[src/design/conv_pkg.sv]
/* conv engine shared definitions
   word sizes, opcode and state encodings, request/job/response structs */

package conv_pkg;

    // ======================================================================
    // sizes
    // ======================================================================

    localparam int WORD_SIZE     = 16;
    localparam int KERNEL_HEIGHT = 3;
    localparam int KERNEL_WIDTH  = 2;

    // index widths for row and column walk
    localparam int ROW_W = 2;
    localparam int COL_W = 2;

    // ======================================================================
    // data types
    // ======================================================================

    // one signed data word
    typedef logic signed [WORD_SIZE-1:0] word_t;

    // row-major window, shared by pixels and kernel (96 bits)
    typedef word_t [KERNEL_HEIGHT-1:0][KERNEL_WIDTH-1:0] window_t;

    // opcodes; codes 2 and 3 are illegal
    typedef enum logic [1:0] {
        OP_CONV_BIAS   = 2'd0,
        OP_CONV_NOBIAS = 2'd1
    } conv_op_e;

    // request from the requester, 210 bits
    typedef struct packed {
        conv_op_e op;
        window_t  window;
        window_t  kernel;
        word_t    bias;
    } conv_req_t;

    // decoded job for the sequencer, 209 bits
    typedef struct packed {
        logic    use_bias;
        window_t window;
        window_t kernel;
        word_t   bias;
    } conv_job_t;

    // response back to the requester, 17 bits
    typedef struct packed {
        word_t data;
        logic  err;
    } conv_resp_t;

    // ======================================================================
    // state encodings
    // ======================================================================

    // execute stage walk
    typedef enum logic [2:0] {
        SEQ_IDLE,
        SEQ_BIAS,
        SEQ_MAC,
        SEQ_DONE,
        SEQ_FLUSH
    } seq_state_e;

    // four-phase handshake tracking, decode and result side
    typedef enum logic [1:0] {
        HS_IDLE,
        HS_BUSY,
        HS_WAIT_REL
    } hs_state_e;

endpackage

[src/design/conv_decode.sv]
/* conv decode stage
   accepts a four-phase request, latches the payload and classifies the opcode */

`timescale 1ns/1ps

module conv_decode (
    input  logic                  clk_i,
    input  logic                  reset_i,
    input  logic                  req_i,
    input  conv_pkg::conv_req_t   req_data_i,
    input  logic                  release_i,
    output logic                  start_o,
    output logic                  reject_o,
    output conv_pkg::conv_job_t   job_o
);

    import conv_pkg::*;

    hs_state_e state_q;

    // pulse goes out one edge after capture
    logic pend_q;
    logic illegal_q;

    // opcode classification of the incoming request
    logic op_legal;
    logic op_bias;

    always_comb begin
        op_legal = 1'b0;
        op_bias  = 1'b0;
        case (req_data_i.op)
            OP_CONV_BIAS: begin
                op_legal = 1'b1;
                op_bias  = 1'b1;
            end
            OP_CONV_NOBIAS: begin
                op_legal = 1'b1;
            end
            default: begin
                // codes 2 and 3 fall through as illegal
                op_legal = 1'b0;
            end
        endcase
    end

    // ======================================================================
    // handshake control
    // ======================================================================

    always_ff @(posedge clk_i) begin
        if (reset_i) begin
            state_q   <= HS_IDLE;
            pend_q    <= 1'b0;
            illegal_q <= 1'b0;
            start_o   <= 1'b0;
            reject_o  <= 1'b0;
        end else begin
            // one-cycle pulses cleared by default
            start_o  <= pend_q & ~illegal_q;
            reject_o <= pend_q & illegal_q;
            pend_q   <= 1'b0;
            case (state_q)
                HS_IDLE: begin
                    if (req_i) begin
                        pend_q    <= 1'b1;
                        illegal_q <= ~op_legal;
                        state_q   <= HS_BUSY;
                    end
                end
                HS_BUSY: begin
                    // held request stays blocked until the result side lets go
                    if (release_i) begin
                        state_q <= HS_IDLE;
                    end
                end
                default: begin
                    state_q <= HS_IDLE;
                end
            endcase
        end
    end

    // payload held for the whole job
    always_ff @(posedge clk_i) begin
        if (state_q == HS_IDLE && req_i) begin
            job_o.use_bias <= op_bias;
            job_o.window   <= req_data_i.window;
            job_o.kernel   <= req_data_i.kernel;
            job_o.bias     <= req_data_i.bias;
        end
    end

    // result side only releases a job that is held here
    a_release_busy: assert property (@(posedge clk_i) disable iff (reset_i)
        release_i |-> (state_q == HS_BUSY));

endmodule

[src/design/conv_engine_top.sv]
/* conv engine top level
   decode, sequencer, node and result stage behind a four-phase handshake */

`timescale 1ns/1ps

module conv_engine_top (
    input  logic                  clk_i,
    input  logic                  reset_i,
    input  logic                  req_i,
    input  conv_pkg::conv_req_t   req_data_i,
    output logic                  ack_o,
    output conv_pkg::conv_resp_t  resp_o
);

    import conv_pkg::*;

    // decode to sequencer and result
    logic      start;
    logic      reject;
    conv_job_t job;

    // sequencer to node
    logic [ROW_W-1:0] row;
    logic [COL_W-1:0] col;
    word_t            kernel_word;
    logic             clr;
    logic             bias_en;
    logic             add_en;
    logic             done_en;

    // node and sequencer to result
    logic  node_valid;
    word_t node_data;
    logic  release_req;

    conv_decode decode0 (
        .clk_i      (clk_i),
        .reset_i    (reset_i),
        .req_i      (req_i),
        .req_data_i (req_data_i),
        .release_i  (release_req),
        .start_o    (start),
        .reject_o   (reject),
        .job_o      (job)
    );

    conv_sequencer seq0 (
        .clk_i        (clk_i),
        .reset_i      (reset_i),
        .start_i      (start),
        .job_i        (job),
        .row_o        (row),
        .col_o        (col),
        .kernel_o     (kernel_word),
        .clr_o        (clr),
        .bias_en_o    (bias_en),
        .add_en_o     (add_en),
        .done_en_o    (done_en),
        .node_valid_o (node_valid)
    );

    // window and bias come straight from the held job
    conv_node node0 (
        .clk_i     (clk_i),
        .reset_i   (reset_i),
        .data_i    (job.window),
        .kernel_i  (kernel_word),
        .bias_i    (job.bias),
        .row_i     (row),
        .col_i     (col),
        .clr_i     (clr),
        .bias_en_i (bias_en),
        .add_en_i  (add_en),
        .done_en_i (done_en),
        .data_o    (node_data)
    );

    conv_result result0 (
        .clk_i        (clk_i),
        .reset_i      (reset_i),
        .node_valid_i (node_valid),
        .node_data_i  (node_data),
        .reject_i     (reject),
        .req_i        (req_i),
        .resp_o       (resp_o),
        .ack_o        (ack_o),
        .release_o    (release_req)
    );

endmodule

[src/design/conv_node.sv]
/* convolution node
   multiply-accumulate over the window with a ReLU output register */

`timescale 1ns/1ps

module conv_node (
    input  logic                          clk_i,
    input  logic                          reset_i,
    input  conv_pkg::window_t             data_i,
    input  conv_pkg::word_t               kernel_i,
    input  conv_pkg::word_t               bias_i,
    input  logic [conv_pkg::ROW_W-1:0]    row_i,
    input  logic [conv_pkg::COL_W-1:0]    col_i,
    input  logic                          clr_i,
    input  logic                          bias_en_i,
    input  logic                          add_en_i,
    input  logic                          done_en_i,
    output conv_pkg::word_t               data_o
);

    import conv_pkg::*;

    // selected pixel and full-width product
    word_t                         pixel;
    logic signed [2*WORD_SIZE-1:0] product;

    // running sum, wraps modulo 2^16
    word_t addend;
    word_t sum_n;
    word_t sum_q;

    assign pixel   = data_i[row_i][col_i];
    assign product = kernel_i * pixel;

    // low product word or the bias
    assign addend = add_en_i ? word_t'(product[WORD_SIZE-1:0]) : bias_i;
    assign sum_n  = sum_q + addend;

    // accumulator, clr wins over any add
    always_ff @(posedge clk_i) begin
        if (reset_i) begin
            sum_q <= '0;
        end else if (clr_i) begin
            sum_q <= '0;
        end else if (add_en_i || bias_en_i) begin
            sum_q <= sum_n;
        end
    end

    // ReLU on the finished sum
    // signed compare, zero passes as zero
    always_ff @(posedge clk_i) begin
        if (done_en_i) begin
            if (sum_q > word_t'(0)) begin
                data_o <= sum_q;
            end else begin
                data_o <= '0;
            end
        end
    end

endmodule

[src/design/conv_result.sv]
/* conv result stage
   holds the response, raises ack and waits for the requester to release */

`timescale 1ns/1ps

module conv_result (
    input  logic                  clk_i,
    input  logic                  reset_i,
    input  logic                  node_valid_i,
    input  conv_pkg::word_t       node_data_i,
    input  logic                  reject_i,
    input  logic                  req_i,
    output conv_pkg::conv_resp_t  resp_o,
    output logic                  ack_o,
    output logic                  release_o
);

    import conv_pkg::*;

    hs_state_e state_q;

    // ======================================================================
    // response and ack
    // ======================================================================

    always_ff @(posedge clk_i) begin
        if (reset_i) begin
            state_q   <= HS_IDLE;
            resp_o    <= '0;
            ack_o     <= 1'b0;
            release_o <= 1'b0;
        end else begin
            release_o <= 1'b0;
            case (state_q)
                HS_IDLE: begin
                    // request seen, job under way
                    if (req_i) begin
                        state_q <= HS_BUSY;
                    end
                end
                HS_BUSY: begin
                    if (reject_i) begin
                        // illegal opcode, zero data with error
                        resp_o.data <= '0;
                        resp_o.err  <= 1'b1;
                        ack_o       <= 1'b1;
                        state_q     <= HS_WAIT_REL;
                    end else if (node_valid_i) begin
                        resp_o.data <= node_data_i;
                        resp_o.err  <= 1'b0;
                        ack_o       <= 1'b1;
                        state_q     <= HS_WAIT_REL;
                    end
                end
                HS_WAIT_REL: begin
                    // ack held as long as req stays high
                    if (!req_i) begin
                        ack_o     <= 1'b0;
                        release_o <= 1'b1;
                        state_q   <= HS_IDLE;
                    end
                end
                default: begin
                    state_q <= HS_IDLE;
                end
            endcase
        end
    end

    // requester may sample resp at any point while ack is up
    a_resp_stable: assert property (@(posedge clk_i) disable iff (reset_i)
        ack_o |=> (!ack_o || $stable(resp_o)));

endmodule

[src/design/conv_sequencer.sv]
/* conv execute stage sequencer
   clears the node, adds the bias, then walks all kernel positions row-major */

`timescale 1ns/1ps

module conv_sequencer (
    input  logic                          clk_i,
    input  logic                          reset_i,
    input  logic                          start_i,
    input  conv_pkg::conv_job_t           job_i,
    output logic [conv_pkg::ROW_W-1:0]    row_o,
    output logic [conv_pkg::COL_W-1:0]    col_o,
    output conv_pkg::word_t               kernel_o,
    output logic                          clr_o,
    output logic                          bias_en_o,
    output logic                          add_en_o,
    output logic                          done_en_o,
    output logic                          node_valid_o
);

    import conv_pkg::*;

    seq_state_e state_q;

    // walk position of the next product
    logic [ROW_W-1:0] row_q;
    logic [COL_W-1:0] col_q;
    logic             last_pos;
    logic             last_col;

    assign last_col = (col_q == COL_W'(KERNEL_WIDTH - 1));
    assign last_pos = last_col && (row_q == ROW_W'(KERNEL_HEIGHT - 1));

    // ======================================================================
    // state machine and node enables
    // ======================================================================

    always_ff @(posedge clk_i) begin
        if (reset_i) begin
            state_q      <= SEQ_IDLE;
            row_q        <= '0;
            col_q        <= '0;
            row_o        <= '0;
            col_o        <= '0;
            clr_o        <= 1'b0;
            bias_en_o    <= 1'b0;
            add_en_o     <= 1'b0;
            done_en_o    <= 1'b0;
            node_valid_o <= 1'b0;
        end else begin
            // all enables are single-cycle
            clr_o        <= 1'b0;
            bias_en_o    <= 1'b0;
            add_en_o     <= 1'b0;
            done_en_o    <= 1'b0;
            node_valid_o <= 1'b0;
            case (state_q)
                SEQ_IDLE: begin
                    if (start_i) begin
                        // clear cycle goes out while the next state is pending
                        clr_o   <= 1'b1;
                        row_q   <= '0;
                        col_q   <= '0;
                        state_q <= job_i.use_bias ? SEQ_BIAS : SEQ_MAC;
                    end
                end
                SEQ_BIAS: begin
                    bias_en_o <= 1'b1;
                    state_q   <= SEQ_MAC;
                end
                SEQ_MAC: begin
                    add_en_o <= 1'b1;
                    row_o    <= row_q;
                    col_o    <= col_q;
                    if (last_pos) begin
                        state_q <= SEQ_DONE;
                    end else if (last_col) begin
                        // wrap to next row
                        col_q <= '0;
                        row_q <= row_q + 1'b1;
                    end else begin
                        col_q <= col_q + 1'b1;
                    end
                end
                SEQ_DONE: begin
                    done_en_o <= 1'b1;
                    state_q   <= SEQ_FLUSH;
                end
                SEQ_FLUSH: begin
                    // node output register is loaded by now
                    node_valid_o <= 1'b1;
                    state_q      <= SEQ_IDLE;
                end
                default: begin
                    state_q <= SEQ_IDLE;
                end
            endcase
        end
    end

    // kernel word matching the presented position
    always_ff @(posedge clk_i) begin
        if (state_q == SEQ_MAC) begin
            kernel_o <= job_i.kernel[row_q][col_q];
        end
    end

    // node adds one term per cycle
    a_one_term: assert property (@(posedge clk_i) disable iff (reset_i)
        !(bias_en_o && add_en_o));

endmodule

[config.mk]
export PLATFORM = sky130hd
export DESIGN_NAME = conv_engine_top
export DESIGN_NICKNAME = d
export VERILOG_FILES = /design/src/design/conv_pkg.sv /design/src/design/conv_decode.sv /design/src/design/conv_engine_top.sv /design/src/design/conv_node.sv /design/src/design/conv_result.sv /design/src/design/conv_sequencer.sv
export SDC_FILE = /design/constraint.sdc
export NUM_CORES = 1
export LEC_CHECK = 0
export BUFFER_PORTS_ARGS = -buffer_cell sky130_fd_sc_hd__buf_2
export CORE_UTILIZATION = 54
export DETAILED_ROUTE_END_ITERATION = 8
export GPL_ROUTABILITY_DRIVEN = 0
export PLACE_DENSITY = 0.83
export SYNTH_ARGS = -nofsm -noshare
export SYNTH_HDL_FRONTEND = slang
export SYNTH_HIERARCHICAL = 1
export SYNTH_SLANG_ARGS = --single-unit
[constraint.sdc]
create_clock -name clk_i -period 9.1 [get_ports clk_i]
set_input_delay 2.275 -clock clk_i [delete_from_list [all_inputs] [get_ports clk_i]]
set_output_delay 2.275 -clock clk_i [all_outputs]
set_load 0.03 [all_outputs]
After elaboration in Yosys (flattened, before gate mapping)
Index checks and enable logic that the tools add are counted.

Register bits after elaboration: 300. Input port bits: 213. Output and inout bits: 18.

Add/sub/neg operators: 3. Multiply operators: 1. Magnitude comparators: 5. Eq/ne operators: 19. Mux-type cells: 42. Bitwise operators: 7. Reductions and logical operators: 23.

Operators by type and width (number): binary-select mux 32 bit (select 2 bit) (2); two-way mux 16 bit (5); two-way mux 32 bit (2); two-way mux 17 bit (2); two-way mux 2 bit (11); adder 16 bit (1); greater-than comparator 16 x 1 -> 1 bit, second input constant (1); multiplier 16 x 16 -> 16 bit (1); two-way mux 1 bit (12); one-hot mux 2 bit (2 select lines) (3); one-hot mux 3 bit (4 select lines) (1); != test 2 bit, second input constant (5); OR reduction 2 bit (5); AND reduction 3 bit (3); equality test 2 x 1 -> 1 bit, second input constant (4); AND reduction 2 bit (4); equality test 3 x 2 -> 1 bit, second input constant (2); zero test 2 bit (3); < comparator 2 x 3 -> 1 bit, second input constant (2); two-way mux 3 bit (2); != test 2 x 1 -> 1 bit, second input constant (3); one-hot mux 2 bit (3 select lines) (1); nonzero test 2 bit (3); NOT 1 bit (5); other kinds (12) (17).

Logic depth before layout (Yosys ltp)
Gate-level depths: netlist of run 1.

Depth after elaboration: 7. Depth in mapped cells: 40. Mapped depth without buffers: 36.

By module
The synthesis of run 1 kept the hierarchy.

Modules (own cells, without submodules): conv_node (times used 1, cells each 775, area an instance 7010.5 um^2); conv_decode (times used 1, cells each 224, area an instance 6446.2 um^2); conv_sequencer (times used 1, cells each 175, area an instance 1914.3 um^2); conv_result (times used 1, cells each 94, area an instance 867.1 um^2).

Least setup slack after synthesis of run 1
Ideal clock, no wire load.

Path kind: input to register. From: in req_i. To: reg decode0/job_o[0] (netlist bit) (enable). Setup time: 618 ps. Arrival: 7571 ps. Path slack: 912 ps. Cell stages on the path: 1. Cells stage by stage: nor2b_2.

Word-level cells in the longest chain between the ends: 1.

RTL lines: start, declared (RTL line conv_engine_top.sv:9) `input logic req_i,`; logical AND 1 bit (RTL line conv_decode.sv:86) `if (state_q == HS_IDLE && req_i) begin`; end, declared (RTL line conv_decode.sv:14) `output conv_pkg::conv_job_t job_o`.

No other way between the ends. A chain may end at the register's enable or synchronous reset.

Worst setup path in the final report of run 1
From: reg seq0/row_o[1] (netlist bit). To: reg node0.sum_q[15].

Word-level cells in the longest chain between the ends: 7.

RTL lines: start, declared (RTL line conv_sequencer.sv:11) `output logic [conv_pkg::ROW_W-1:0] row_o,`; start signal, assigned (RTL line conv_sequencer.sv:73) `row_o <= row_q;`; binary-select mux 32 bit (select 2 bit) (RTL line conv_node.sv:32) `assign pixel = data_i[row_i][col_i];`; two-way mux 32 bit (not written as such) (RTL line conv_node.sv:32); two-way mux 16 bit (not written as such) (2 in series) (RTL line conv_node.sv:32); multiplier 16 x 16 -> 16 bit (RTL line conv_node.sv:33) `assign product = kernel_i * pixel;`; two-way mux 16 bit (RTL line conv_node.sv:36) `assign addend = add_en_i ? word_t'(product[WORD_SIZE-1:0]) : bias_i;`; adder 16 bit (RTL line conv_node.sv:37) `assign sum_n = sum_q + addend;`; end signal, assigned (RTL line conv_node.sv:46) `sum_q <= sum_n;`; end, declared (RTL line conv_node.sv:30) `word_t sum_q;`.

No other way between the ends. The select of a mux whose other input is x is not followed.

==> results of run 1 <==
per-stage QoR:
step | hold WS (ps) | setup WS [ps] | util (%)
2_1_floorplan | 389 | 912 | -
3_3_place_gp | 400 | 1150 | 59.5
3_5_place_dp | 411 | 953 | 59.5
4_1_cts | 419 | 914 | 62.8
5_1_grt | 437 | 410 | 62.8
6_report | 415 | 913 | 62.8
sequential cells by signal, summed over array words and instances (netlist names), 2 cells and up:
signal / cells
decode0/job_o: 209
result0/resp_o: 17
node0/data_o: 16
node0/sum_q: 16
seq0/kernel_o: 16
seq0/state_q: 3
result0/state_q: 2
seq0/col_q: 2
seq0/row_o: 2
seq0/row_q: 2
critical path: cells and delay by family, from the launching register on:
kind            cells  cell delay [ps]
compound gates     10             1790
mux                 2              850
simple gates        7             1330
xor+xnor            2              170
fa+ha+maj           8             2990
flops               1              680
buf+inv             6              320
cell type report:
| type | instances | share of cell area, % |
|---|---|---|
| clock inverter | 13 | 0.559 |
| multi-input combinational | 764 | 37.3 |
| sequential | 298 | 45.1 |
| inverter | 144 | 2.94 |
| tap | 390 | 2.63 |
| timing repair buffer | 241 | 6.71 |
| clock buffer | 44 | 4.66 |
| antenna | 2 | 0.0270 |
power breakdown:
part | switching [mW] | internal, mW
Combinational | 0.637 | 0.562
Clock | 0.520 | 0.690
Sequential | 0.0271 | 1.55
per-layer routing:
layer / vias to the layer above / wire length, um
li1: 4856 / -
met1: 4982 / 13900
met2: 359 / 17500
met3: 60 / 2240
met4: 2 / 907
met5: - / 11
path summary, 6_finish.rpt:
path	from	slack (ps)	depth (start not counted)	to
max	seq0/row_o[1]	910	35	node0/sum_q[15]
min reg2reg	result0/release_o	420	1	decode0/state_q[0]
max reg2reg	seq0/row_o[1]	910	35	node0/sum_q[15]
min	result0/release_o	420	1	decode0/state_q[0]
==> impl_results.md, run 1 <==
- Status: complete, no violations
- Finish-stage setup viols: 0
- Layout area overhead: 14.6%
- Number of DRC markers in iteration 0: 706
- Longest Clk Path Bufs: 3
- Share of cells above drive strength 1: 21.5%
- DRC viols: 0
- Setup TNS: 0 ps
- Die area: 30,700 um^2
- Met3 usage: 4.40%
- Area after DPL: 17,600 um^2
- Drt pass-1 iters: 5
- Busiest grt layer: met2
- Endpoint type of the worst setup path: flop
- WP data required: 9610 ps
- CTS sink count: 298
- Final Hold Fails: 0
- PD cells: 214 nW/um^2
- Post-DP HPWL: 25,100 um
- Commonest non-fill, non-tap cells in the layout: 241 x edfxtp_1, 230 x buf_2, 143 x inv_1
- Upper clock frequency limit: 0.122 GHz
- Crit Path Category: flop to flop
- Worst path arrival time: 8700 ps
- Critical path peak fanout: 21
- Starting density of the core: 54.8%
- Wirelength per Cell: 18.2 um
- Initial antenna violation count: 4
- Hold buffer count at CTS: 0
- Overall power: 3.98 mW
- Most used cell along the critical path: inv_1
- Port Buf Inserts: 230
- YS warnings: 6
- Max-cap viol count: 0
- Final Cell Area: 18,600 um^2
- Root Buffer: clkbuf_16
- First-pass GRT wire length: 54,800 um
- Startpoint Class: flop
- Final WL: 34,500 um
- CP max stage cell: dfxtp_2
- Syn Nets: 1,635
- ANT nets after route: 0
- Fin nets: 1,851
- Pins Over Slew Limit: 0
- Largest net degree at the start of global routing: 193
- Die Y-Extent: 175 um
- Total CTS buffers: 31
- Reg clk slew, reported paths: 60 ps
- H-tree Lvls: 1
- Register area: 8380 um^2
- Number of gates resized after CTS: 0
- Syn_area_per_cell: 12.8 um^2
- Final-layout fill cell count: 2,169
- Lkg Pwr: 7.56 nW
- Rel. slew slack: 25.8%
- Worst Tran Pin Value: 1110 ps
- Min cycle time layout: 8190 ps
- Vias in the first global route: 10,600
- GR Util met1: 28.3%
- Max stage delay on crit path: 680 ps
- Period utilization: 90.0%
- CTS tree: done
- Clk_skew: 13.9 ps
- Io pins: 231
- Post-Synthesis Cell Area: 16,200 um^2
- Commonest non-fill, non-tap cell in the layout: edfxtp_1
- Synth Instances: 1,264
- Non-filler instance count after layout: 1,896
- Clock Latency Late Sink: 580 ps
- VDD IR max: 0.200 mV
- M2 GR Usage: 40.4%
- CORE AREA: 29,600 um^2
- Std-Cell Rows: 63
- GRT overflow: 0
- Die Width: 175 um
- RSZ-0062 raised after global routing: no
- Placed Cells incl. Taps: 1,837
- Hold Path Class: flop to flop
- Area of the multi-input gates: 6930 um^2
- Routed vias: 10,300
- Setup Buffers After CTS: 0
- Via density: 5.41
- Total GRT Usage: 22.9%
Note: power is estimated with default switching activity, not from simulation.
==> run 2, diff against run 1 <==
Settings changed: ABC_AREA set to 1.
==> impl_results.md, run 2 <==
- Total CTS buffers: 30
- Commonest non-fill, non-tap cell in the layout: nand2_1
- Initial antenna violation count: 2
- Commonest non-fill, non-tap cells in the layout: 334 x nand2_1, 275 x inv_1, 241 x edfxtp_1
- WHS Path Cells: 1
- Pre-CTS setup slack: 1110 ps
- Number of gates resized after CTS: 0
- Syn_area_per_cell: 9.71 um^2
- Std-Cell Rows: 63
- Die area: 31,600 um^2
- Fin nets: 2,301
- Clock Latency Late Sink: 600 ps
- Worst path arrival time: 8620 ps
- CP max stage cell: dfxtp_1
- YS warnings: 6
- Longest Clk Path Bufs: 3
- WP data required: 9570 ps
- CP bufs+invs: 11
- Post-Synthesis Cell Area: 16,700 um^2
- Upper clock frequency limit: 0.123 GHz
- Starting density of the core: 55.6%
- Status: complete, no violations
- Port Buf Inserts: 230
- Routed vias: 12,400
- CORE AREA: 30,000 um^2
- ANT nets after route: 0
- Crit-path leading delay family: adder cells
- Period utilization: 89.6%
- Hold buffer count at CTS: 0
- Largest net degree at the start of global routing: 151
- GRT overflow: 0
- Worst setup margin: 945 ps
- Clk_skew: 32.6 ps
- Layout area overhead: 14.0%
- Final WL: 37,300 um
- Biggest regs: decode0/job_o: 209 flops, result0/resp_o: 17 flops
- Drt pass-1 iters: 8
- Die Y-Extent: 178 um
- Final Hold Fails: 0
- Setup TNS: 0 ps
- Crit Path Category: flop to flop
- Min cycle time layout: 8150 ps
- Share of cells above drive strength 1: 17.5%
- DRC viols: 0
- Vias in the first global route: 12,200
- CTS tree: done
- Reg2reg end: node0/sum_q[15]
- Critical hold path startpoint: result0/release_o
- Die Width: 178 um
- Hold Path Class: flop to flop
- Root Buffer: clkbuf_16
- Pins Over Slew Limit: 0
- First-pass GRT wire length: 59,400 um
- Endpoint type of the worst setup path: flop
- Startpoint Class: flop
- Number of DRC markers in iteration 0: 1,031
- Post-DP HPWL: 27,500 um
- H-tree Lvls: 1
- Critical path peak fanout: 21
- Reg2Reg Setup Slack: 950 ps
- Worst Tran Pin Value: 1030 ps
- Wirelength per Cell: 15.9 um
- Io pins: 231
- Finish-stage setup viols: 0
- Total GRT Usage: 24.1%
- Hold path endpoint: decode0/state_q[0]
- RSZ-0062 raised after global routing: no
- Fin Hold WS: 434 ps
- CTS sink count: 298
- Crit path from: seq0/row_o[1]
- Reg clk slew, reported paths: 70 ps
- Setup Buffers After CTS: 0
- Max reg flops: 209
- Rel. slew slack: 31.4%
- Synth Instances: 1,716
- Via density: 5.30
- Worst R2R Path Depth: 45
- Max stage delay on crit path: 760 ps
- Largest Register: decode0/job_o
- Max-cap viol count: 0
- Worst reg2reg path startpoint: seq0/row_o[1]
- Syn Nets: 2,087
## run 2: how the worst max path moves through the flow
stage / slack [ps] / endpoint / cells past startpoint
floorplan: 2140 / node0/sum_q[15] / 40
global route: 350 / node0/sum_q[15] / 45
finish: 950 / node0/sum_q[15] / 45
CTS: 1040 / node0/sum_q[15] / 45
detailed placement: 1110 / node0/sum_q[15] / 45
global placement: 1400 / node0/sum_q[15] / 41
## run 2: metal layers
metal | share of wire [%] | global-route usage [%]
met1 | 41 | 30.0
met2 | 48 | 41.0
met3 | 6.8 | 4.63
met4 | 4.0 | 10.4
met5 | 0 | 0
## run 2: cell type report
type	count	area (um^2)
clock buffer	39	836
antenna	2	5.00
sequential	298	8380
timing repair buffer	236	1200
inverter	288	1090
clock inverter	12	138
fill	2296	11000
multi-input combinational	1076	6860
tap	390	488
## run 2: through the flow
step,cells,utilization (%),cell area (um^2)
finish,2341,63.4,19000
global route,2341,63.4,19000
CTS,2339,63.4,19000
detailed placement,2288,60.1,18000
global placement,2288,60.1,18000
floorplan,1716,-,16700
Power of run 2 is left out: the tool's default activity adds up to more than one toggle a clock period on the data nets, which glitch-free logic cannot reach.
==> run 3, diff against run 2 <==
Clock period 9.1 ns to 9.49 ns, I/O delays scaled along.
==> impl_results.md, run 3 (synthesized netlist as in run 2, its figures left out) <==
- Status: complete, no violations
- Die Y-Extent: 178 um
- Layout area overhead: 14.3%
- DRC viols: 0
- Critical hold path startpoint: decode0/illegal_q
- CP max stage cell: dfxtp_1
- Endpoint type of the worst setup path: flop
- Max stage delay on crit path: 710 ps
- First-pass GRT wire length: 60,500 um
- Wirelength per Cell: 16.2 um
- Worst reg2reg path startpoint: seq0/row_o[1]
- Pins Over Slew Limit: 0
- Routed vias: 12,500
- Crit path from: seq0/row_o[1]
- CTS sink count: 298
- Io pins: 231
- Hold Path Class: flop to flop
- Initial antenna violation count: 0
- Number of DRC markers in iteration 0: 1,131
- Longest Clk Path Bufs: 3
- Clk_skew: 10.9 ps
- Clock Latency Late Sink: 580 ps
- Commonest non-fill, non-tap cells in the layout: 334 x nand2_1, 275 x inv_1, 241 x edfxtp_1
- Worst path arrival time: 8560 ps
- Via density: 5.34
- Largest Register: decode0/job_o
- Min cycle time layout: 8080 ps
- Reg clk slew, reported paths: 70 ps
- Max-cap viol count: 0
- Finish-stage setup viols: 0
- Final Hold Fails: 0
- Drt pass-1 iters: 7
- Share of cells above drive strength 1: 17.3%
- Crit Path Category: flop to flop
- Largest net degree at the start of global routing: 136
- Biggest regs: decode0/job_o: 209 flops, result0/resp_o: 17 flops
- GRT overflow: 0
- Die Width: 178 um
- Reg2reg end: node0/sum_q[15]
- H-tree Lvls: 1
- Die area: 31,600 um^2
- Number of gates resized after CTS: 0
- Setup TNS: 0 ps
- WP data required: 9970 ps
- RSZ-0062 raised after global routing: no
- Period utilization: 85.1%
- ANT nets after route: 0
- Starting density of the core: 55.6%
- Worst R2R Path Depth: 42
- Commonest non-fill, non-tap cell in the layout: nand2_1
- Fin nets: 2,303
- Startpoint Class: flop
- Hold path endpoint: decode0/start_o
- WHS Path Cells: 1
- Final WL: 38,000 um
- Rel. slew slack: 38.3%
- Critical path peak fanout: 14
- CTS tree: done
- Upper clock frequency limit: 0.124 GHz
- CORE AREA: 30,000 um^2
- Port Buf Inserts: 230
- Setup Buffers After CTS: 0
- Max reg flops: 209
- Hold buffer count at CTS: 0
- Root Buffer: clkbuf_16
- Worst Tran Pin Value: 926 ps
- Total GRT Usage: 24.6%
- Std-Cell Rows: 63
- Vias in the first global route: 12,300
- Reg2Reg Setup Slack: 1410 ps
- Post-DP HPWL: 28,200 um
- Most used cell along the critical path: nand2_1
- Total CTS buffers: 31
==> run 3: changes by cell type in the layout (fill, tap and decap cells not counted), moves of 2 or more <==
cell       before  now
clkinv_2        6    3
clkbuf_1        5    7
bufinv_16       2    4
clkbuf_8        3    0
clkinv_1        4   10
==> run 3: metal layers <==
metal | share of wire, % | wire length [um] | global-route usage [%]
met1 | 40 | 15200 | 30.8
met5 | 0 | 0 | 0
met4 | 3.6 | 1350 | 9.65
met2 | 50 | 18900 | 42.9
met3 | 6.7 | 2540 | 3.64
==> run 3: stage by stage <==
stage          instance area, um^2  worst slack, ps  instances  hold WS [ps]  util (%)
6_report                     19000             1410       2346           420      63.6
5_1_grt                      19000              899       2345           446      63.5
4_1_cts                      19000             1460       2345           429      63.5
3_5_place_dp                 18000             1500       2289           426      60.2
3_3_place_gp                 18000             1780       2289           414      60.2
2_1_floorplan                16700             2470       1716           398         -
==> run 3: worst max path at each step <==
stage	slack, ps	end	depth (start not counted)
floorplan	2470	decode0/job_o[0]	2
global placement	1780	node0/sum_q[15]	46
detailed placement	1500	node0/sum_q[15]	42
CTS	1460	node0/sum_q[15]	42
global route	900	node0/sum_q[15]	42
finish	1410	node0/sum_q[15]	42
==> run 3: worst max-delay path: cells and delay by family, from the launching register on <==
family                     cells  cell delay (ps)
buffers and inverters          9             1110
AOI/OAI and AO/OA              4              810
DFF                            1              710
and+or+nand+nor               21             2120
adders and majority gates      8             3210
==> run 3: cell type report <==
class                   count  area, um^2
well taps                 390         488
fillers                  2337       10900
clock buffers              38         802
inverters                 288        1090
flip-flops and latches    298        8380
clock inverters            18         209
multi-input cells        1076        6860
diodes                      1        2.50
repair buffers            237        1200
Power of run 3 is left out for the same reason.
